[src/include/fight_defs.svh]
`ifndef FIGHT_DEFS_SVH
`define FIGHT_DEFS_SVH

// ==========================================================================
// Frame timing
// ==========================================================================
`define FRAME_DIV       4          // clk cycles per game frame, short for simulation

// ==========================================================================
// Arena and box geometry, all in pixels along the floor
// ==========================================================================
`define ARENA_W         640        // Visible arena width
`define BODY_W          40         // Body box width
`define REACH_PX        30         // Strike box width in front of the body
`define STEP_PX         4          // Walk distance per frame
`define P1_START_X      100        // Player 1 spawn
`define P2_START_X      500        // Player 2 spawn

// ==========================================================================
// Attack and damage timing, in frames
// ==========================================================================
`define WINDUP_FRAMES   3          // Before the strike box is live
`define ACTIVE_FRAMES   2          // Strike box live
`define RECOVER_FRAMES  4          // Cool-down after the strike
`define HITSTUN_FRAMES  6          // Stagger after taking a hit
`define MAX_HEALTH      5          // Hits to knockout
`define LFSR_SEED       16'hACE1   // Any nonzero value

`endif

[src/rtl/fight_pkg.sv]
`default_nettype none

package fight_pkg;

  // ==========================================================================
  // Quantities with a meaning of their own
  // ==========================================================================
  typedef logic [9:0]  coord_t;      // Pixel x position, covers 0..1023
  typedef logic [2:0]  health_t;     // Health points left
  typedef logic [3:0]  frame_cnt_t;  // Frames left in a timed state
  typedef logic [15:0] lfsr_t;       // CPU opponent random register

  // ==========================================================================
  // Player FSM
  // ==========================================================================
  // Encoding matches the sprite state numbering of the board build
  typedef enum logic [3:0] {
    ST_IDLE    = 4'd0,   // Standing
    ST_WALK    = 4'd1,   // Moving one step per frame
    ST_WINDUP  = 4'd2,   // Attack started, no strike box yet
    ST_ACTIVE  = 4'd3,   // Strike box can land
    ST_RECOVER = 4'd4,   // Attack finished, still locked
    ST_HITSTUN = 4'd5,   // Staggered by a hit
    ST_KO      = 4'd6    // Out of health, final
  } player_state_t;

endpackage

`default_nettype wire

[src/rtl/cpu_opponent.sv]
`timescale 1ns/1ps
`default_nettype none

`include "fight_defs.svh"

module cpu_opponent import fight_pkg::*; (
  input  logic clk,
  input  logic reset,
  input  logic frame_tick,
  input  logic cpu_mode,             // High lets the LFSR play player 2
  input  logic pad_left,
  input  logic pad_right,
  input  logic pad_attack,
  output logic left,
  output logic right,
  output logic attack
);

  lfsr_t lfsr;                       // Fibonacci LFSR, shifts toward the MSB
  logic  feedback;

  assign feedback = lfsr[15] ^ lfsr[13] ^ lfsr[12] ^ lfsr[10];  // Maximal-length taps

  always_ff @(posedge clk) begin
    if (reset) begin
      lfsr <= `LFSR_SEED;
    end else if (frame_tick) begin
      lfsr <= {lfsr[14:0], feedback};  // One step per frame
    end
  end

  // Attack needs two bits set so the CPU swings about a quarter of the time
  assign left   = cpu_mode ? lfsr[0] : pad_left;
  assign right  = cpu_mode ? lfsr[1] : pad_right;
  assign attack = cpu_mode ? (lfsr[2] & lfsr[3]) : pad_attack;

endmodule

`default_nettype wire

[src/rtl/fight_core.sv]
`timescale 1ns/1ps
`default_nettype none

module fight_core import fight_pkg::*; (
  input  logic          clk,
  input  logic          reset,
  input  logic          p1_left,
  input  logic          p1_right,
  input  logic          p1_attack,
  input  logic          p2_left,
  input  logic          p2_right,
  input  logic          p2_attack,
  input  logic          cpu_mode,        // Random player 2 when high
  output coord_t        p1_x,
  output coord_t        p2_x,
  output player_state_t p1_state,
  output player_state_t p2_state,
  output health_t       p1_health,
  output health_t       p2_health,
  output logic          round_over
);

  // ==========================================================================
  // Internal nets
  // ==========================================================================
  logic   frame_tick;                    // Game frame enable
  logic   p2_left_eff;                   // Pad or CPU controls for player 2
  logic   p2_right_eff;
  logic   p2_attack_eff;
  coord_t p1_body_lo, p1_body_hi, p1_strike_lo, p1_strike_hi;
  coord_t p2_body_lo, p2_body_hi, p2_strike_lo, p2_strike_hi;
  logic   p1_hit, p2_hit;                // From hit detection
  logic   p1_ko, p2_ko;                  // From health tracking

  frame_tick_gen tick_gen_inst (.clk(clk), .reset(reset), .frame_tick(frame_tick));

  cpu_opponent cpu_inst (
    .clk(clk), .reset(reset), .frame_tick(frame_tick), .cpu_mode(cpu_mode),
    .pad_left(p2_left), .pad_right(p2_right), .pad_attack(p2_attack),
    .left(p2_left_eff), .right(p2_right_eff), .attack(p2_attack_eff)
  );

  player #(.SIDE(1'b0)) player1 (
    .clk(clk), .reset(reset), .frame_tick(frame_tick),
    .left(p1_left), .right(p1_right), .attack(p1_attack),
    .hit(p1_hit), .ko(p1_ko),
    .x(p1_x), .state(p1_state),
    .body_lo(p1_body_lo), .body_hi(p1_body_hi),
    .strike_lo(p1_strike_lo), .strike_hi(p1_strike_hi)
  );

  player #(.SIDE(1'b1)) player2 (
    .clk(clk), .reset(reset), .frame_tick(frame_tick),
    .left(p2_left_eff), .right(p2_right_eff), .attack(p2_attack_eff),
    .hit(p2_hit), .ko(p2_ko),
    .x(p2_x), .state(p2_state),
    .body_lo(p2_body_lo), .body_hi(p2_body_hi),
    .strike_lo(p2_strike_lo), .strike_hi(p2_strike_hi)
  );

  hit_detect hit_detect_inst (
    .clk(clk), .reset(reset), .frame_tick(frame_tick),
    .p1_state(p1_state), .p1_body_lo(p1_body_lo), .p1_body_hi(p1_body_hi),
    .p1_strike_lo(p1_strike_lo), .p1_strike_hi(p1_strike_hi),
    .p2_state(p2_state), .p2_body_lo(p2_body_lo), .p2_body_hi(p2_body_hi),
    .p2_strike_lo(p2_strike_lo), .p2_strike_hi(p2_strike_hi),
    .p1_hit(p1_hit), .p2_hit(p2_hit)
  );

  health_status health_status_inst (
    .clk(clk), .reset(reset), .frame_tick(frame_tick),
    .p1_hit(p1_hit), .p2_hit(p2_hit),
    .p1_health(p1_health), .p2_health(p2_health),
    .p1_ko(p1_ko), .p2_ko(p2_ko), .round_over(round_over)
  );

endmodule

`default_nettype wire

[src/rtl/frame_tick_gen.sv]
`timescale 1ns/1ps
`default_nettype none

`include "fight_defs.svh"

module frame_tick_gen (
  input  logic clk,
  input  logic reset,
  output logic frame_tick            // One clk cycle wide, once per frame
);

  localparam int CNT_W = ($clog2(`FRAME_DIV) < 1) ? 1 : $clog2(`FRAME_DIV);
  localparam logic [CNT_W-1:0] LAST = CNT_W'(`FRAME_DIV - 1);

  logic [CNT_W-1:0] cnt;             // Cycles into the current frame

  always_ff @(posedge clk) begin
    if (reset) begin
      cnt <= '0;
    end else if (cnt == LAST) begin
      cnt <= '0;                     // Wrap at frame end
    end else begin
      cnt <= cnt + 1'b1;
    end
  end

  // Enable pulse replaces the old derived game clock
  assign frame_tick = (cnt == LAST);

  // Every block relies on a single-cycle enable
  a_tick_single : assert property (@(posedge clk) disable iff (reset)
    frame_tick |=> !frame_tick);

endmodule

`default_nettype wire

[src/rtl/health_status.sv]
`timescale 1ns/1ps
`default_nettype none

`include "fight_defs.svh"

module health_status import fight_pkg::*; (
  input  logic    clk,
  input  logic    reset,
  input  logic    frame_tick,
  input  logic    p1_hit,
  input  logic    p2_hit,
  output health_t p1_health,
  output health_t p2_health,
  output logic    p1_ko,
  output logic    p2_ko,
  output logic    round_over             // Either side knocked out
);

  localparam health_t FULL = health_t'(`MAX_HEALTH);

  // ==========================================================================
  // Health counters, one point per hit, floored at zero
  // ==========================================================================
  always_ff @(posedge clk) begin
    if (reset) begin
      p1_health <= FULL;
      p2_health <= FULL;
    end else if (frame_tick) begin
      if (p1_hit && p1_health != '0) begin
        p1_health <= p1_health - 1'b1;
      end
      if (p2_hit && p2_health != '0) begin
        p2_health <= p2_health - 1'b1;
      end
    end
  end

  assign p1_ko      = (p1_health == '0);     // Seen by the player on the next tick
  assign p2_ko      = (p2_health == '0);
  assign round_over = p1_ko | p2_ko;

  // Only reset refills health
  a_health_monotonic : assert property (@(posedge clk) disable iff (reset)
    !$past(reset) |-> (p1_health <= $past(p1_health)) &&
                      (p2_health <= $past(p2_health)));

endmodule

`default_nettype wire

[src/rtl/hit_detect.sv]
`timescale 1ns/1ps
`default_nettype none

module hit_detect import fight_pkg::*; (
  input  logic          clk,
  input  logic          reset,
  input  logic          frame_tick,
  input  player_state_t p1_state,
  input  coord_t        p1_body_lo,
  input  coord_t        p1_body_hi,
  input  coord_t        p1_strike_lo,
  input  coord_t        p1_strike_hi,
  input  player_state_t p2_state,
  input  coord_t        p2_body_lo,
  input  coord_t        p2_body_hi,
  input  coord_t        p2_strike_lo,
  input  coord_t        p2_strike_hi,
  output logic          p1_hit,          // Player 1 was struck, held one frame
  output logic          p2_hit           // Player 2 was struck, held one frame
);

  logic p1_hit_nxt;
  logic p2_hit_nxt;

  // Inclusive interval overlap along the floor
  function automatic logic overlap(input coord_t a_lo, input coord_t a_hi,
                                   input coord_t b_lo, input coord_t b_hi);
    return (a_lo <= b_hi) && (b_lo <= a_hi);
  endfunction

  // Staggered or knocked-out defenders take no damage
  function automatic logic can_be_hit(input player_state_t s);
    return (s != ST_HITSTUN) && (s != ST_KO);
  endfunction

  // Own flag blocks a second hit from the same strike window
  assign p2_hit_nxt = (p1_state == ST_ACTIVE) && can_be_hit(p2_state) && !p2_hit &&
                      overlap(p1_strike_lo, p1_strike_hi, p2_body_lo, p2_body_hi);
  assign p1_hit_nxt = (p2_state == ST_ACTIVE) && can_be_hit(p1_state) && !p1_hit &&
                      overlap(p2_strike_lo, p2_strike_hi, p1_body_lo, p1_body_hi);

  always_ff @(posedge clk) begin
    if (reset) begin
      p1_hit <= 1'b0;
      p2_hit <= 1'b0;
    end else if (frame_tick) begin
      p1_hit <= p1_hit_nxt;                // Boxes as they stood before this tick
      p2_hit <= p2_hit_nxt;
    end
  end

  // Knockout must come after the hit that caused it, never with a fresh one
  a_no_hit_on_ko : assert property (@(posedge clk) disable iff (reset)
    (p1_hit |-> p1_state != ST_KO) and (p2_hit |-> p2_state != ST_KO));

endmodule

`default_nettype wire

[src/rtl/player.sv]
`timescale 1ns/1ps
`default_nettype none

`include "fight_defs.svh"

module player import fight_pkg::*; #(
  parameter bit SIDE = 1'b0              // 0 faces right, 1 faces left
) (
  input  logic          clk,
  input  logic          reset,
  input  logic          frame_tick,
  input  logic          left,
  input  logic          right,
  input  logic          attack,
  input  logic          hit,             // Landed on us last frame
  input  logic          ko,              // Health is gone
  output coord_t        x,               // Left edge of the body
  output player_state_t state,
  output coord_t        body_lo,
  output coord_t        body_hi,
  output coord_t        strike_lo,
  output coord_t        strike_hi
);

  localparam coord_t START_X = SIDE ? coord_t'(`P2_START_X) : coord_t'(`P1_START_X);
  localparam coord_t MAX_X   = coord_t'(`ARENA_W - `BODY_W);  // Right wall for the body
  localparam coord_t STEP    = coord_t'(`STEP_PX);
  localparam coord_t BODY_W  = coord_t'(`BODY_W);
  localparam coord_t REACH   = coord_t'(`REACH_PX);

  player_state_t state_nxt;
  coord_t        x_nxt;
  frame_cnt_t    cnt;                    // Frames left in the timed state, minus one
  frame_cnt_t    cnt_nxt;
  logic          phase_done;             // Last frame of a timed state

  assign phase_done = (cnt == '0);

  // ==========================================================================
  // Next-state logic, evaluated for the coming frame tick
  // ==========================================================================
  always_comb begin
    state_nxt = state;
    x_nxt     = x;
    cnt_nxt   = cnt;
    if (ko || state == ST_KO) begin
      state_nxt = ST_KO;                 // Knockout is final
    end else if (hit) begin
      state_nxt = ST_HITSTUN;            // Hit interrupts anything, even a strike
      cnt_nxt   = frame_cnt_t'(`HITSTUN_FRAMES - 1);
    end else begin
      case (state)
        ST_IDLE, ST_WALK: begin
          if (attack) begin
            state_nxt = ST_WINDUP;       // Attack beats movement
            cnt_nxt   = frame_cnt_t'(`WINDUP_FRAMES - 1);
          end else if (left ^ right) begin
            state_nxt = ST_WALK;
            if (left) begin
              x_nxt = (x < STEP) ? '0 : x - STEP;             // Clamp at left wall
            end else begin
              x_nxt = (x > MAX_X - STEP) ? MAX_X : x + STEP;  // Clamp at right wall
            end
          end else begin
            state_nxt = ST_IDLE;         // No input or both directions
          end
        end
        ST_WINDUP: begin
          if (phase_done) begin
            state_nxt = ST_ACTIVE;
            cnt_nxt   = frame_cnt_t'(`ACTIVE_FRAMES - 1);
          end else begin
            cnt_nxt = cnt - 1'b1;
          end
        end
        ST_ACTIVE: begin
          if (phase_done) begin
            state_nxt = ST_RECOVER;
            cnt_nxt   = frame_cnt_t'(`RECOVER_FRAMES - 1);
          end else begin
            cnt_nxt = cnt - 1'b1;
          end
        end
        ST_RECOVER, ST_HITSTUN: begin
          if (phase_done) begin
            state_nxt = ST_IDLE;         // Back under player control
          end else begin
            cnt_nxt = cnt - 1'b1;
          end
        end
        default: begin
          state_nxt = ST_IDLE;           // Unused encodings recover
        end
      endcase
    end
  end

  // ==========================================================================
  // Frame registers
  // ==========================================================================
  always_ff @(posedge clk) begin
    if (reset) begin
      state <= ST_IDLE;
      x     <= START_X;
      cnt   <= '0;
    end else if (frame_tick) begin
      state <= state_nxt;
      x     <= x_nxt;
      cnt   <= cnt_nxt;
    end
  end

  // Body box follows x, inclusive edges
  assign body_lo = x;
  assign body_hi = x + BODY_W - 1'b1;

  // Strike box sits right in front of the body
  // Facing left at x = 0 leaves a single pixel instead of a wrapped edge
  assign strike_lo = SIDE ? ((x < REACH) ? '0 : x - REACH)
                          : x + BODY_W;
  assign strike_hi = SIDE ? ((x == '0) ? '0 : x - 1'b1)
                          : x + BODY_W + REACH - 1'b1;

endmodule

`default_nettype wire

[config.mk]
export PLATFORM = sky130hd
export DESIGN_NAME = fight_core
export DESIGN_NICKNAME = d
export VERILOG_FILES = /design/src/rtl/fight_pkg.sv /design/src/rtl/cpu_opponent.sv /design/src/rtl/fight_core.sv /design/src/rtl/frame_tick_gen.sv /design/src/rtl/health_status.sv /design/src/rtl/hit_detect.sv /design/src/rtl/player.sv
export VERILOG_INCLUDE_DIRS = /design/src /design/src/include
export SDC_FILE = /design/constraint.sdc
export NUM_CORES = 1
export LEC_CHECK = 0
export BUFFER_PORTS_ARGS = -buffer_cell sky130_fd_sc_hd__buf_4
export CAP_MARGIN = 0
export CORE_MARGIN = 2
export CORE_UTILIZATION = 40
export CTS_CLUSTER_SIZE = 20
export DETAILED_ROUTE_END_ITERATION = 10
export GPL_TIMING_DRIVEN = 0
export PLACE_DENSITY = 0.58
export SKIP_LAST_GASP = 1
export SYNTH_ARGS = -nofsm -noshare
export SYNTH_HDL_FRONTEND = slang
export SYNTH_SLANG_ARGS = --single-unit
export TNS_END_PERCENT = 1
[constraint.sdc]
create_clock -name clk -period 4.3 [get_ports clk]
set_clock_uncertainty 0.05 [all_clocks]
set_input_delay 0.645 -clock clk [delete_from_list [all_inputs] [get_ports clk]]
set_output_delay 0.645 -clock clk [all_outputs]
set_load 0.005 [all_outputs]
== Word-level counts from Yosys, hierarchy flattened ==
Cells that the tools add are included.
Operators by class
  magnitude comparators: 9
  add/sub/neg operators: 17
  equal/unequal tests: 27
  bitwise logic cells: 13
  multiplexer cells: 39
  reduce and logical (&&, ||, !) cells: 40
Operators by type and width (count)
  $mux W4: 22
  $mux W10: 8
  $pmux W4 S4: 4
  $le A10 B10 Y1: 4
  $sub A10 B1 Y10 const B: 4
  $eq A4 B3 Y1 const B: 6
  $ne A4 B3 Y1 const B: 6
  $add A10 B3 Y10 const B: 2
  $add A10 B6 Y10 const B: 2
  $gt A10 B10 Y1 const B: 2
  $lt A10 B3 Y1 const B: 2
  $sub A10 B3 Y10 const B: 2
  $eq A4 B2 Y1 const B: 4
  $logic_not A4 Y1: 4
  $ne A4 B1 Y1 const B: 4
  $logic_and A1 B1 Y1: 12
  $ne A3 B2 Y1 const B: 4
  $reduce_and A6 Y1: 2
  $add A10 B5 Y10 const B: 1
  $logic_not A10 Y1: 1
  $lt A10 B5 Y1 const B: 1
  $reduce_and A5 Y1: 2
  $reduce_bool A5 Y1: 2
  $reduce_or A2 Y1: 5
  other kinds (17): 39
Word-level totals
  output and inout port bits: 35
  input port bits: 9
  bits in registers: 62
  logic and storage cells: 157

== Longest topological paths before layout ==
Gate-level depths: netlist (run 1).
  depth in word-level cells: 7
  depth in mapped cells: 13
  depth with buffers taken out: 13

== By module ==
A second synthesis (run 1) with hierarchy kept.
Unflattened totals
  cells, all modules: 711
  area total of the unflattened synthesis: 5761.8 um2
Modules (own cells, without submodules)
  player (player1): cells an instance 234, instances 1, area each 1920.6 um2, sequential area each 300.3 um2
  player (player2): cells an instance 216, instances 1, area each 1605.3 um2, sequential area each 300.3 um2
  hit_detect: cells an instance 158, instances 1, area each 1151.1 um2, sequential area each 40.0 um2
  cpu_opponent: cells an instance 60, instances 1, area each 655.6 um2, sequential area each 320.3 um2
  health_status: cells an instance 38, instances 1, area each 354.1 um2, sequential area each 120.1 um2
  frame_tick_gen: cells an instance 5, instances 1, area each 75.1 um2, sequential area each 40.0 um2

== Worst setup path before layout (run 1) ==
OpenSTA, ideal clock, no wires.
  kind: register to register
  start point: register player1.x[4] (netlist: player1.body_lo[4])
  end point: register hit_detect_inst.p2_hit
  path slack: 1.605 ns
  cell stages (with the launch flop): 12
  required time: 4.190 ns
  setup time: 0.060 ns
  data arrival time: 2.585 ns
  clock period less this slack: 2.695 ns
  path buffers: 0
  cell sequence: dfxtp_1 -> ha_1 -> o21ai_0 -> xnor2_1 -> nand2_1 -> nor3_1 -> xnor2_1 -> ha_1 -> a21oi_1 -> nand2_1 -> a2111oi_0 -> a22o_1
Between the ends
  word-level cells in the longest chain between the ends: 6
  elaborated cells between the ends (all ways): 7
  those cells by class: add/sub: 3; order compare: 2; reduce/logical: 2
RTL lines
  from (decl): RTL line player.sv:17  | output coord_t x,
  from (signal assigned): RTL line player.sv:108  | x <= x_nxt;
  $add A10 B6 Y10 (*): RTL line player.sv:120, player.sv:122
  $add A10 B5 Y10: RTL line player.sv:122  | : x + BODY_W + REACH - 1'b1;
  $sub A10 B1 Y10: RTL line player.sv:122
  $le A10 B10 Y1: RTL line hit_detect.sv:28  | return (a_lo <= b_hi) && (b_lo <= a_hi);
  $logic_and A1 B1 Y1 (*): RTL line hit_detect.sv:28
  $logic_and A1 B1 Y1 (*): RTL line hit_detect.sv:37  | assign p2_hit_nxt = (p1_state == ST_ACTIVE) && can_be_hit(p2_state) && !p2_hit &&
  to (signal assigned): RTL line hit_detect.sv:48  | p2_hit <= p2_hit_nxt;
  to (decl): RTL line hit_detect.sv:19  | output logic p2_hit
Mark *: on every way between the ends. The rest lies on a longest branch, timed or not.
A chain may end at the register's enable or synchronous reset.

== Final worst setup path (run 1) ==
Same ends and word-level chain as after synthesis.

==> results of run 1 <==
## cell families after synthesis
logic type	after synthesis
simple gates	215
compound gates	160
buf+inv	68
flops	56
fa+ha+maj	48
xor+xnor	36
mux	13
other cells	1
## registers in the layout, summed over array words and instances (netlist names)
name and cells:
health_status_inst.p2_health 3, player2.body_lo 8, hit_detect_inst.p1_hit 1, cpu_inst.lfsr 16, tick_gen_inst.cnt 2, player1.state 3, health_status_inst.p1_health 3, player2.state 3
player1.cnt 4, player1.body_lo 8, hit_detect_inst.p2_hit 1, player2.cnt 4
## stage by stage
step	std cells	hold WS (ns)	setup slack, ns	area [um2]	utilization
global placement	781	0.369	1.26	5100	0.449
floorplan	602	0.354	1.61	4660	-
finish	789	0.391	1.08	5250	0.462
global route	789	0.409	0.757	5250	0.462
detailed placement	781	0.382	1.14	5100	0.449
CTS	789	0.394	1.09	5250	0.462
## cell usage in the layout, fill, tap and decap left out, types with 5 or more instances in the layout
master and n:
a211o_1 15, a211oi_1 5, a21o_1 6, a21oi_1 44
a221oi_1 7, a22oi_1 6, a31oi_1 7, buf_4 44
clkbuf_1 24, clkbuf_16 5, conb_1 6, dfxtp_1 56
ha_1 48, inv_1 29, mux2i_1 10, nand2_1 39
nand2b_1 12, nand3_1 13, nor2_1 57, nor2b_1 21
nor3_1 26, nor3b_1 6, o21ai_0 36, o31ai_1 5
or3_1 5, or4_1 5, xnor2_1 25, xor2_1 11
## cell usage after synthesis, drive strengths merged, types with 3 or more instances
| cell | instances |
|---|---|
| a22oi | 6 |
| clkbuf | 24 |
| a211oi | 5 |
| nor2b | 21 |
| xor2 | 11 |
| a21oi | 44 |
| a31oi | 7 |
| o211ai | 4 |
| o21a | 3 |
| nand2b | 12 |
| nand4 | 4 |
| nand3b | 4 |
| nand2 | 39 |
| nand3 | 13 |
| a221oi | 7 |
| nor4b | 3 |
| buf | 15 |
| nor3 | 26 |
| o31ai | 5 |
| or3b | 3 |
| inv | 29 |
| or3 | 6 |
| xnor2 | 25 |
| nor3b | 6 |
| nor2 | 57 |
| a21o | 7 |
| dfxtp | 56 |
| and2 | 3 |
| mux2i | 11 |
| o21ai | 36 |
| a21boi | 4 |
| a211o | 15 |
| or2 | 3 |
| or4 | 5 |
| and3 | 4 |
| ha | 48 |
## power by group
| group | leakage [nW] | internal (W) | switching [W] | total (W) |
|---|---|---|---|---|
| clock network | 0.0742 | 0.000219 | 0.000206 | 0.000425 |
| logic | 1.59 | 0.0000853 | 0.000115 | 0.000200 |
| registers | 0.454 | 0.000535 | 0.0000161 | 0.000551 |
| total | 2.12 | 0.000839 | 0.000337 | 0.00118 |
## worst min path at each step
stage / startpoint / end / slack [ns] / depth (start not counted)
2_1_floorplan: tick_gen_inst.cnt[0] / tick_gen_inst.cnt[0] / 0.35 / 1
3_3_place_gp: tick_gen_inst.cnt[0] / tick_gen_inst.cnt[0] / 0.37 / 1
3_5_place_dp: tick_gen_inst.cnt[0] / tick_gen_inst.cnt[0] / 0.38 / 1
4_1_cts: tick_gen_inst.cnt[0] / tick_gen_inst.cnt[0] / 0.39 / 1
5_1_grt: tick_gen_inst.cnt[0] / tick_gen_inst.cnt[0] / 0.41 / 1
6_report: tick_gen_inst.cnt[0] / tick_gen_inst.cnt[0] / 0.39 / 1
## per-layer routing
metal,global-route usage,vias to the layer above
met4,0.0461,0
met2,0.324,128
met1,0.284,2112
met5,0,-
li1,-,2231
met3,0.0294,13
## final cells by class
class / count / area [um2]
multi-input cells: 478 / 3230
clock inverters: 3 / 22.5
clock buffers: 5 / 125
fillers: 1132 / 6120
plain buffers: 39 / 193
inverters: 29 / 109
repair buffers: 36 / 270
well taps: 143 / 179
flip-flops and latches: 56 / 1120
==> impl_metrics.prom, run 1 <==
# TYPE chip_impl_metric gauge
chip_impl_info{name="outcome",value="finished, final reports clean"} 1
chip_impl_info{name="hold_crit_path_type",value="reg -> reg"} 1
chip_impl_metric{name="antenna_cells",unit=""} 0
chip_impl_info{name="cts-root-buf",value="clkbuf_16"} 1
chip_impl_metric{name="power.leakage",unit="nW"} 2.12
chip_impl_metric{name="max-slew-margin-rel",unit=""} 0.452
chip_impl_metric{name="postRouteAntennaNets",unit=""} 0
chip_impl_metric{name="cts_resized",unit=""} 0
chip_impl_metric{name="syn_inst",unit=""} 597
chip_impl_info{name="setup.worst_path.end_class",value="register"} 1
chip_impl_info{name="synthFlopType",value="dfxtp_1"} 1
chip_impl_metric{name="synth-edff-count",unit=""} 0
chip_impl_metric{name="post_cts.repair.setup_buffers",unit=""} 0
chip_impl_metric{name="route.vias.total",unit=""} 4484
chip_impl_metric{name="route.detailed.wl_per_inst",unit="um"} 16.1
chip_impl_metric{name="synth-compound-area-share",unit=""} 0.225
chip_impl_metric{name="ys_async_sr_fraction",unit=""} 0
chip_impl_info{name="timing.critical_path.to",value="hit_detect_inst.p2_hit"} 1
chip_impl_metric{name="path_clk_slew",unit="ns"} 0.08
chip_impl_metric{name="max_freq",unit="MHz"} 310
chip_impl_info{name="startpoint",value="player1.body_lo[4]"} 1
chip_impl_metric{name="holdBufCountCts",unit=""} 0
chip_impl_metric{name="routed-wl-met3",unit="um"} 575
chip_impl_metric{name="critPathMaxStageDelay",unit="ns"} 0.54
chip_impl_metric{name="post-layout-total-power",unit="W"} 0.00118
chip_impl_info{name="worstSetupStartpointType",value="register"} 1
chip_impl_metric{name="final_nets",unit=""} 702
chip_impl_metric{name="cts-buffers-inserted",unit=""} 5
chip_impl_metric{name="floorplan.rows",unit=""} 39
chip_impl_metric{name="synthSimpleGateAreaFrac",unit=""} 0.239
chip_impl_metric{name="drt-vias-per-instance",unit=""} 5.68
chip_impl_metric{name="yosys_warnings",unit=""} 0
chip_impl_metric{name="worstSetupPathDepth",unit=""} 11
chip_impl_info{name="crit-reg2reg-capture",value="hit_detect_inst.p2_hit"} 1
chip_impl_info{name="combinational_family_with_the_most_area_after_synthesis",value="simple AND/OR/NAND/NOR gates"} 1
chip_impl_metric{name="setup.reg_to_reg.worst_slack",unit="ns"} 1.08
chip_impl_metric{name="track_usage",unit=""} 0.201
chip_impl_info{name="tritoncts",value="yes"} 1
chip_impl_metric{name="totalNegativeSetupSlack",unit="ns"} 0
chip_impl_metric{name="portbufs",unit=""} 36
chip_impl_metric{name="yosys.cell_types.count",unit=""} 63
chip_impl_metric{name="finalCritPeriodShare",unit=""} 0.750
chip_impl_metric{name="grt_first_pass_wirelength",unit="um"} 20900
chip_impl_info{name="synth.largest_area_cell",value="dfxtp_1"} 1
chip_impl_metric{name="drv_slew",unit=""} 0
chip_impl_metric{name="dr.first_iter.drc_count",unit=""} 311
chip_impl_info{name="crit_chain",value="ha_1 -> o21ai_0 -> xnor2_1 -> nand2_1 -> nor3_1 -> xnor2_1 -> ha_1 -> nand3_1 -> nand3_1 -> a2111oi_0 -> a22o_1"} 1
chip_impl_metric{name="die_height",unit="um"} 112
chip_impl_metric{name="clock_latency",unit="ns"} 0.30
chip_impl_metric{name="route.layer.met1.wl",unit="um"} 6130
chip_impl_info{name="rsz0062_at_grt",value="false"} 1
chip_impl_metric{name="initial_core_util",unit=""} 0.408
chip_impl_metric{name="place_congestion",unit=""} 0.890
chip_impl_metric{name="timing.critical_path.buf_inv",unit=""} 0
chip_impl_metric{name="clock-sinks",unit=""} 56
chip_impl_metric{name="coreArea",unit="mm2"} 0.0114
chip_impl_metric{name="synthesized_area_fraction_occupied_by_adder_cells",unit=""} 0.130
chip_impl_metric{name="post_synth_xor_area_fraction",unit=""} 0.0680
chip_impl_metric{name="max-clock-path-buffers",unit=""} 2
chip_impl_info{name="leading_cell_types_by_total_area_after_synthesis",value="dfxtp_1 (24%), ha_1 (13%), a21oi_1 (4.7%)"} 1
chip_impl_metric{name="via_count_of_the_first_global_routing_pass",unit=""} 4140
chip_impl_metric{name="route.met2.wl",unit="um"} 5830
chip_impl_metric{name="clock_tree.htree_level_count",unit=""} 2
chip_impl_metric{name="final_hold_violation_count",unit=""} 0
chip_impl_metric{name="synthToLayoutAreaGrowth",unit="%"} 13.3
chip_impl_metric{name="worst_r2r_path_depth",unit=""} 11
chip_impl_info{name="route.top_layer_used",value="met4"} 1
chip_impl_metric{name="boundaryPins",unit=""} 44
chip_impl_metric{name="grt_start_max_net_pins",unit=""} 19
chip_impl_metric{name="number_of_flip_flops_and_latches_in_the_synthesized_netlist",unit=""} 56
chip_impl_metric{name="worst-path-max-fanout",unit=""} 11
chip_impl_metric{name="grt_antenna_before_repair",unit=""} 0
chip_impl_info{name="cpMaxStageDelayCell",value="dfxtp_1"} 1
chip_impl_metric{name="routed_wirelength",unit="um"} 12700
chip_impl_metric{name="powerDensity",unit="mW/mm2"} 224
chip_impl_metric{name="syn_area_per_cell",unit="um2"} 7.77
chip_impl_metric{name="required",unit="ns"} 4.49
chip_impl_metric{name="drt_pre_antenna_iters",unit=""} 5
chip_impl_metric{name="tightestPinTransition",unit="ns"} 0.822
chip_impl_metric{name="setup_viol",unit=""} 0
chip_impl_metric{name="yosys.area.top_type_share",unit=""} 0.242
chip_impl_metric{name="worstPathArrival",unit="ns"} 3.42
chip_impl_metric{name="remaining_drc_errors",unit=""} 0
chip_impl_metric{name="maxcap_violations",unit=""} 0
chip_impl_metric{name="seq_area_frac_synth",unit=""} 0.242
chip_impl_metric{name="post_route_cells_drive_above_1_share",unit=""} 0.102
chip_impl_metric{name="global_route.overflow_total",unit=""} 0
chip_impl_info{name="worstReg2RegStart",value="player1.body_lo[4]"} 1
chip_impl_metric{name="hpwl_after_detailed_placement",unit="um"} 9340
chip_impl_info{name="crit_type",value="reg -> reg"} 1
chip_impl_metric{name="ir_drop",unit="mV"} 0.152
chip_impl_info{name="worst_path_dominant_cell_family",value="compound AO/OA/AOI/OAI gates"} 1
chip_impl_metric{name="chipWidth",unit="um"} 112
chip_impl_metric{name="synthesis.area",unit="mm2"} 0.00464
chip_impl_metric{name="muxShareOfSynthArea",unit=""} 0.0313
chip_impl_metric{name="die_outline_area",unit="mm2"} 0.0125
chip_impl_metric{name="min_period",unit="ns"} 3.22
Note: power is estimated with default switching activity, not from simulation.
==> run 2: changes to the inputs <==
PLACE_DENSITY = 0.6   (was 0.58)
clock period = 2.9 ns   (was 4.3 ns; I/O delays follow)
==> run 2 against run 1 <==
Net effect:
- via count up 0.20%
- total power up 49%
- critical endpoint is now hit_detect_inst.p1_hit
- cell count up 0.13%
- register-to-register slack worse by 0.90 ns
- sequential power up 48%
- design area up 1.4%
- fmax up 18%
==> impl_metrics.prom, run 2 (synthesized netlist as in run 1, its figures left out) <==
# TYPE chip_impl_metric gauge
chip_impl_metric{name="n_fill_cell",unit=""} 1145
chip_impl_metric{name="route.vias.total",unit=""} 4493
chip_impl_info{name="outcome",value="finished, final reports clean"} 1
chip_impl_metric{name="grt_first_pass_wirelength",unit="um"} 20200
chip_impl_metric{name="min_period",unit="ns"} 2.72
chip_impl_metric{name="clock_latency",unit="ns"} 0.30
chip_impl_metric{name="required",unit="ns"} 3.08
chip_impl_metric{name="post_route_cells_drive_above_1_share",unit=""} 0.128
chip_impl_metric{name="coreArea",unit="mm2"} 0.0114
chip_impl_metric{name="routed_wirelength",unit="um"} 12500
chip_impl_info{name="min_to",value="tick_gen_inst.cnt[0]"} 1
chip_impl_info{name="max_flop_register",value="cpu_inst.lfsr"} 1
chip_impl_metric{name="clock-sinks",unit=""} 56
chip_impl_metric{name="hpwl_after_detailed_placement",unit="um"} 9360
chip_impl_metric{name="global_route.overflow_total",unit=""} 0
chip_impl_info{name="cts-root-buf",value="clkbuf_16"} 1
chip_impl_info{name="hold_crit_path_type",value="reg -> reg"} 1
chip_impl_metric{name="floorplan.rows",unit=""} 39
chip_impl_info{name="worstSetupStartpointType",value="register"} 1
chip_impl_info{name="tritoncts",value="yes"} 1
chip_impl_metric{name="die_height",unit="um"} 112
chip_impl_metric{name="powerDensity",unit="mW/mm2"} 330
chip_impl_metric{name="place_congestion",unit=""} 0.872
chip_impl_metric{name="dp_cells",unit=""} 781
chip_impl_metric{name="finalCritPeriodShare",unit=""} 0.939
chip_impl_metric{name="clock_tree.htree_level_count",unit=""} 2
chip_impl_metric{name="fin_hold_ws",unit="ns"} 0.398
chip_impl_info{name="hold_start",value="tick_gen_inst.cnt[0]"} 1
chip_impl_metric{name="final_nets",unit=""} 703
chip_impl_metric{name="synthToLayoutAreaGrowth",unit="%"} 14.8
chip_impl_metric{name="worst-path-max-fanout",unit=""} 9
chip_impl_metric{name="portbufs",unit=""} 36
chip_impl_metric{name="holdBufCountCts",unit=""} 0
chip_impl_info{name="final_common_cell",value="nor2_1"} 1
chip_impl_metric{name="postRouteAntennaNets",unit=""} 0
chip_impl_metric{name="drt_pre_antenna_iters",unit=""} 5
chip_impl_info{name="worstReg2RegStart",value="player2.body_lo[9]"} 1
chip_impl_metric{name="layout.cell_area.non_filler",unit="mm2"} 0.00533
chip_impl_metric{name="route.detailed.wl_per_inst",unit="um"} 15.8
chip_impl_metric{name="max_freq",unit="MHz"} 367
chip_impl_metric{name="placement_cell_area",unit="mm2"} 0.00510
chip_impl_metric{name="remaining_drc_errors",unit=""} 0
chip_impl_metric{name="max-slew-margin-rel",unit=""} 0.461
chip_impl_metric{name="tightestPinTransition",unit="ns"} 0.804
chip_impl_metric{name="drv_slew",unit=""} 0
chip_impl_metric{name="track_usage",unit=""} 0.195
chip_impl_metric{name="power.leakage",unit="nW"} 2.13
chip_impl_metric{name="timing.hold.worst_path_depth",unit=""} 1
chip_impl_metric{name="grt_antenna_before_repair",unit=""} 0
chip_impl_metric{name="layout.core_utilization",unit=""} 0.468
chip_impl_metric{name="chipWidth",unit="um"} 112
chip_impl_info{name="crit-reg2reg-capture",value="hit_detect_inst.p1_hit"} 1
chip_impl_info{name="setup.worst_path.end_class",value="register"} 1
chip_impl_info{name="crit_type",value="reg -> reg"} 1
chip_impl_metric{name="worstPathArrival",unit="ns"} 2.90
chip_impl_metric{name="maxcap_violations",unit=""} 0
chip_impl_metric{name="final_hold_violation_count",unit=""} 0
chip_impl_metric{name="setup_viol",unit=""} 0
chip_impl_metric{name="initial_core_util",unit=""} 0.408
chip_impl_metric{name="boundaryPins",unit=""} 44
chip_impl_metric{name="drt-vias-per-instance",unit=""} 5.69
chip_impl_metric{name="post_layout_nonfiller_instances",unit=""} 790
chip_impl_metric{name="dr.first_iter.drc_count",unit=""} 266
chip_impl_metric{name="via_count_of_the_first_global_routing_pass",unit=""} 4134
chip_impl_metric{name="antenna_cells",unit=""} 0
chip_impl_metric{name="setup.reg_to_reg.worst_slack",unit="ns"} 0.18
chip_impl_metric{name="path_clk_slew",unit="ns"} 0.08
chip_impl_metric{name="ir_drop",unit="mV"} 0.252
chip_impl_metric{name="cts-buffers-inserted",unit=""} 5
chip_impl_metric{name="max-clock-path-buffers",unit=""} 2
chip_impl_info{name="mostFrequentLayoutCells",value="nor2_1 (56), dfxtp_1 (51), ha_1 (47)"} 1
chip_impl_metric{name="die_outline_area",unit="mm2"} 0.0125
chip_impl_metric{name="worst_r2r_path_depth",unit=""} 10
chip_impl_metric{name="largest_reg_flops",unit=""} 16
chip_impl_metric{name="grt_start_max_net_pins",unit=""} 20
-- run 2: layout make-up --
class                      instances  area [um2]  area share
multi-input combinational        478        3280       0.615
sequential                        56        1130       0.212
timing repair buffer              37         278      0.0522
buffer                            39         200      0.0376
tap                              143         179      0.0336
clock buffer                       5         125      0.0235
inverter                          29         109      0.0204
clock inverter                     3        27.5     0.00517
-- run 2: power by group --
| part | leakage, nW | internal, W | switching, W |
|---|---|---|---|
| Combinational | 1.61 | 0.000127 | 0.000170 |
| Clock | 0.0719 | 0.000329 | 0.000312 |
| Sequential | 0.454 | 0.000793 | 0.0000245 |
| Total | 2.13 | 0.00125 | 0.000506 |
-- run 2: critical path, stage by stage (launching register included) --
cell and delay [ns]:
dfxtp_1 0.40, nor3_2 0.46, nand4b_1 0.43, nand2_1 0.20, ha_1 0.25, a21o_1 0.18, a21o_1 0.17, a21oi_1 0.13
o21ai_0 0.09, o31a_1 0.13, o21ai_0 0.15
-- run 2: routing by layer --
layer	vias to the layer above	routed length (um)	global-route usage
met2	137	5910	0.322
li1	2238	-	-
met1	2108	5930	0.270
met4	0	102	0.0469
met5	-	0	0
met3	10	571	0.0278
-- run 2: stage by stage --
step / TNS [ns] / total power, W / setup slack [ns]
6_report: 0 / 0.00175 / 0.177
4_1_cts: 0 / 0.00177 / 0.0408
3_5_place_dp: -0.223 / 0.00113 / -0.150
2_1_floorplan: 0 / 0.00104 / 0.205
5_1_grt: -0.0000404 / 0.00184 / -0.0000404
3_3_place_gp: -0.189 / 0.00112 / -0.137
-- run 2: timing repair --
action,in CTS,in global routing
gates resized for setup,5,20
setup endpoints to repair,2,2
pin swaps,1,0
setup buffers,1,0
-- run 2: how the worst max path moves through the flow --
stage	from	end	cells past startpoint
6_report	player2.body_lo[9]	hit_detect_inst.p1_hit	10
3_5_place_dp	player1.body_lo[4]	hit_detect_inst.p2_hit	11
5_1_grt	player1.body_lo[5]	hit_detect_inst.p2_hit	11
2_1_floorplan	player1.body_lo[4]	hit_detect_inst.p2_hit	11
3_3_place_gp	player1.body_lo[4]	hit_detect_inst.p2_hit	11
4_1_cts	player1.body_lo[6]	hit_detect_inst.p1_hit	13
==> run 3: changes to the inputs <==
CORE_MARGIN = 10   (was 2)
==> run 3 against run 2 <==
Net effect:
- register-to-register slack gained 0.02 ns
- total power is 0.48% higher
- critical path depth rose by 2
- clock-buffer cell count is the same
- non-clock buffer count is 5 higher
- hold slack got worse by 0.0068 ns
- routed wire length up 5.4%
- largest power group unchanged
- core utilization grew 0.34 points
- cell count up 0.63%
- global-route usage down 3.7 points
==> impl_metrics.prom, run 3 (synthesized netlist as in run 1, its figures left out) <==
# TYPE chip_impl_metric gauge
chip_impl_info{name="outcome",value="finished, final reports clean"} 1
chip_impl_metric{name="intPower",unit="W"} 0.00125
chip_impl_metric{name="antenna_cells",unit=""} 0
chip_impl_metric{name="worst-path-max-fanout",unit=""} 10
chip_impl_metric{name="synthToLayoutAreaGrowth",unit="%"} 15.7
chip_impl_metric{name="clock-sinks",unit=""} 56
chip_impl_metric{name="ir_drop",unit="mV"} 0.249
chip_impl_metric{name="max-clock-path-buffers",unit=""} 2
chip_impl_metric{name="maxcap_violations",unit=""} 0
chip_impl_metric{name="hpwl_after_detailed_placement",unit="um"} 9850
chip_impl_metric{name="via_count_of_the_first_global_routing_pass",unit=""} 4301
chip_impl_metric{name="chipWidth",unit="um"} 128
chip_impl_metric{name="final_nets",unit=""} 708
chip_impl_metric{name="coreArea",unit="mm2"} 0.0114
chip_impl_info{name="cts-root-buf",value="clkbuf_16"} 1
chip_impl_info{name="worstSetupStartpointType",value="register"} 1
chip_impl_metric{name="route.detailed.wl_per_inst",unit="um"} 16.6
chip_impl_metric{name="global_route.overflow_total",unit=""} 0
chip_impl_metric{name="pwr-share-clk",unit=""} 0.366
chip_impl_metric{name="n_fill_cell",unit=""} 1168
chip_impl_info{name="max_flop_register",value="cpu_inst.lfsr"} 1
chip_impl_metric{name="required",unit="ns"} 3.09
chip_impl_metric{name="clock_tree.htree_level_count",unit=""} 2
chip_impl_info{name="startpoint",value="player2.body_lo[4]"} 1
chip_impl_metric{name="max-slew-margin-rel",unit=""} 0.473
chip_impl_info{name="crit_chain",value="clkbuf_1 -> nor3_1 -> nand2_1 -> xnor2_1 -> nand2_1 -> ha_1 -> a21o_1 -> a21o_1 -> a21oi_1 -> o21ai_0 -> o31a_1 -> o21ai_0"} 1
chip_impl_info{name="rsz0062_at_grt",value="true"} 1
chip_impl_metric{name="post_route_cells_drive_above_1_share",unit=""} 0.137
chip_impl_metric{name="grt_first_pass_wirelength",unit="um"} 21700
chip_impl_info{name="crit_type",value="reg -> reg"} 1
chip_impl_metric{name="placement_cell_area",unit="mm2"} 0.00510
chip_impl_metric{name="route.vias.total",unit=""} 4534
chip_impl_metric{name="power.switching",unit="W"} 0.000514
chip_impl_metric{name="grt_antenna_before_repair",unit=""} 0
chip_impl_metric{name="drt-vias-per-instance",unit=""} 5.70
chip_impl_metric{name="setup_viol",unit=""} 0
chip_impl_metric{name="powerDensity",unit="mW/mm2"} 329
chip_impl_metric{name="cts-buffers-inserted",unit=""} 5
chip_impl_info{name="hold_start",value="tick_gen_inst.cnt[0]"} 1
chip_impl_info{name="cpMaxStageDelayCell",value="dfxtp_1"} 1
chip_impl_metric{name="drt_pre_antenna_iters",unit=""} 5
chip_impl_metric{name="power.leakage",unit="nW"} 2.16
chip_impl_metric{name="place_congestion",unit=""} 0.892
chip_impl_metric{name="floorplan.rows",unit=""} 39
chip_impl_metric{name="worstPathArrival",unit="ns"} 2.89
chip_impl_info{name="tritoncts",value="yes"} 1
chip_impl_metric{name="postRouteAntennaNets",unit=""} 0
chip_impl_metric{name="timing.critical_path.buf_inv",unit=""} 1
chip_impl_metric{name="die_outline_area",unit="mm2"} 0.0163
chip_impl_metric{name="layout.cell_area.non_filler",unit="mm2"} 0.00536
chip_impl_metric{name="dr.first_iter.drc_count",unit=""} 372
chip_impl_metric{name="initial_core_util",unit=""} 0.408
chip_impl_info{name="hold_crit_path_type",value="reg -> reg"} 1
chip_impl_metric{name="netSwitchingFraction",unit=""} 0.292
chip_impl_metric{name="tightestPinTransition",unit="ns"} 0.791
chip_impl_metric{name="drv_slew",unit=""} 0
chip_impl_metric{name="final_hold_violation_count",unit=""} 0
chip_impl_metric{name="largest_reg_flops",unit=""} 16
chip_impl_metric{name="critPathMaxStageDelay",unit="ns"} 0.40
chip_impl_metric{name="path_clk_slew",unit="ns"} 0.08
chip_impl_metric{name="boundaryPins",unit=""} 44
chip_impl_info{name="worstReg2RegStart",value="player2.body_lo[4]"} 1
chip_impl_info{name="worst_path_dominant_cell_family",value="compound AO/OA/AOI/OAI gates"} 1
chip_impl_info{name="mostFrequentLayoutCells",value="nor2_1 (56), dfxtp_1 (51), buf_4 (50)"} 1
chip_impl_metric{name="max_freq",unit="MHz"} 370
chip_impl_metric{name="finalCritPeriodShare",unit=""} 0.932
chip_impl_info{name="final_common_cell",value="nor2_1"} 1
chip_impl_metric{name="portbufs",unit=""} 36
chip_impl_metric{name="grt_start_max_net_pins",unit=""} 20
chip_impl_metric{name="remaining_drc_errors",unit=""} 0
chip_impl_metric{name="clock_latency",unit="ns"} 0.31
chip_impl_metric{name="fin_hold_ws",unit="ns"} 0.391
chip_impl_metric{name="die_height",unit="um"} 128
chip_impl_metric{name="holdBufCountCts",unit=""} 0
chip_impl_metric{name="sequentialPowerShare",unit=""} 0.463
chip_impl_metric{name="routed_wirelength",unit="um"} 13200
chip_impl_metric{name="min_period",unit="ns"} 2.70
chip_impl_metric{name="track_usage",unit=""} 0.158
chip_impl_info{name="setup.worst_path.end_class",value="register"} 1
chip_impl_metric{name="combinationalPowerShare",unit=""} 0.171
[run 3: changes by cell type in the layout (fill, tap and decap cells not counted), sizes merged]
cell,change
buf,+4
clkbuf,+1
clkinv,-1
inv,+1
[run 3: final timing paths]
check | to | slack (ns) | cells after the start
hold reg to reg | tick_gen_inst.cnt[0] | 0.39 | 1
hold / removal | tick_gen_inst.cnt[0] | 0.39 | 1
setup / recovery | hit_detect_inst.p1_hit | 0.20 | 12
setup reg to reg | hit_detect_inst.p1_hit | 0.20 | 12
[run 3: routing by layer]
| layer | track usage | part of all wire |
|---|---|---|
| met5 | 0 | 0 |
| met4 | 0.0391 | 0.013 |
| met3 | 0.0289 | 0.042 |
| met2 | 0.260 | 0.48 |
| met1 | 0.207 | 0.47 |
[run 3: stage by stage]
stage | total power, W | setup WS (ns) | cells | util | TNS, ns
3_5_place_dp | 0.00113 | -0.196 | 781 | 0.449 | -0.305
5_1_grt | 0.00184 | -0.0265 | 795 | 0.472 | -0.0265
4_1_cts | 0.00177 | 0.00627 | 790 | 0.464 | 0
6_report | 0.00176 | 0.198 | 795 | 0.472 | 0
3_3_place_gp | 0.00112 | -0.128 | 781 | 0.449 | -0.169
2_1_floorplan | 0.00104 | 0.205 | 602 | - | 0
[run 3: power groups by stage]
stage	sequential [W]	combinational (W)	clock, W
floorplan	0.000829	0.000214	0
global placement	0.000834	0.000288	0
detailed placement	0.000835	0.000294	0
CTS	0.000817	0.000297	0.000659
global route	0.000821	0.000337	0.000687
finish	0.000816	0.000302	0.000645
[run 3: cell type report]
class | instances | area [um2] | share of cell area
clock inverters | 3 | 25.0 | 0.00467
flip-flops and latches | 56 | 1130 | 0.211
repair buffers | 42 | 315 | 0.0588
inverters | 29 | 109 | 0.0203
plain buffers | 39 | 201 | 0.0376
clock buffers | 5 | 125 | 0.0233
multi-input cells | 478 | 3280 | 0.611
well taps | 143 | 179 | 0.0334
[run 3: what timing repair did]
action,in CTS,in global routing
pin swaps,1,2
setup buffers,1,5
gates resized for setup,5,21
setup endpoints to repair,2,2
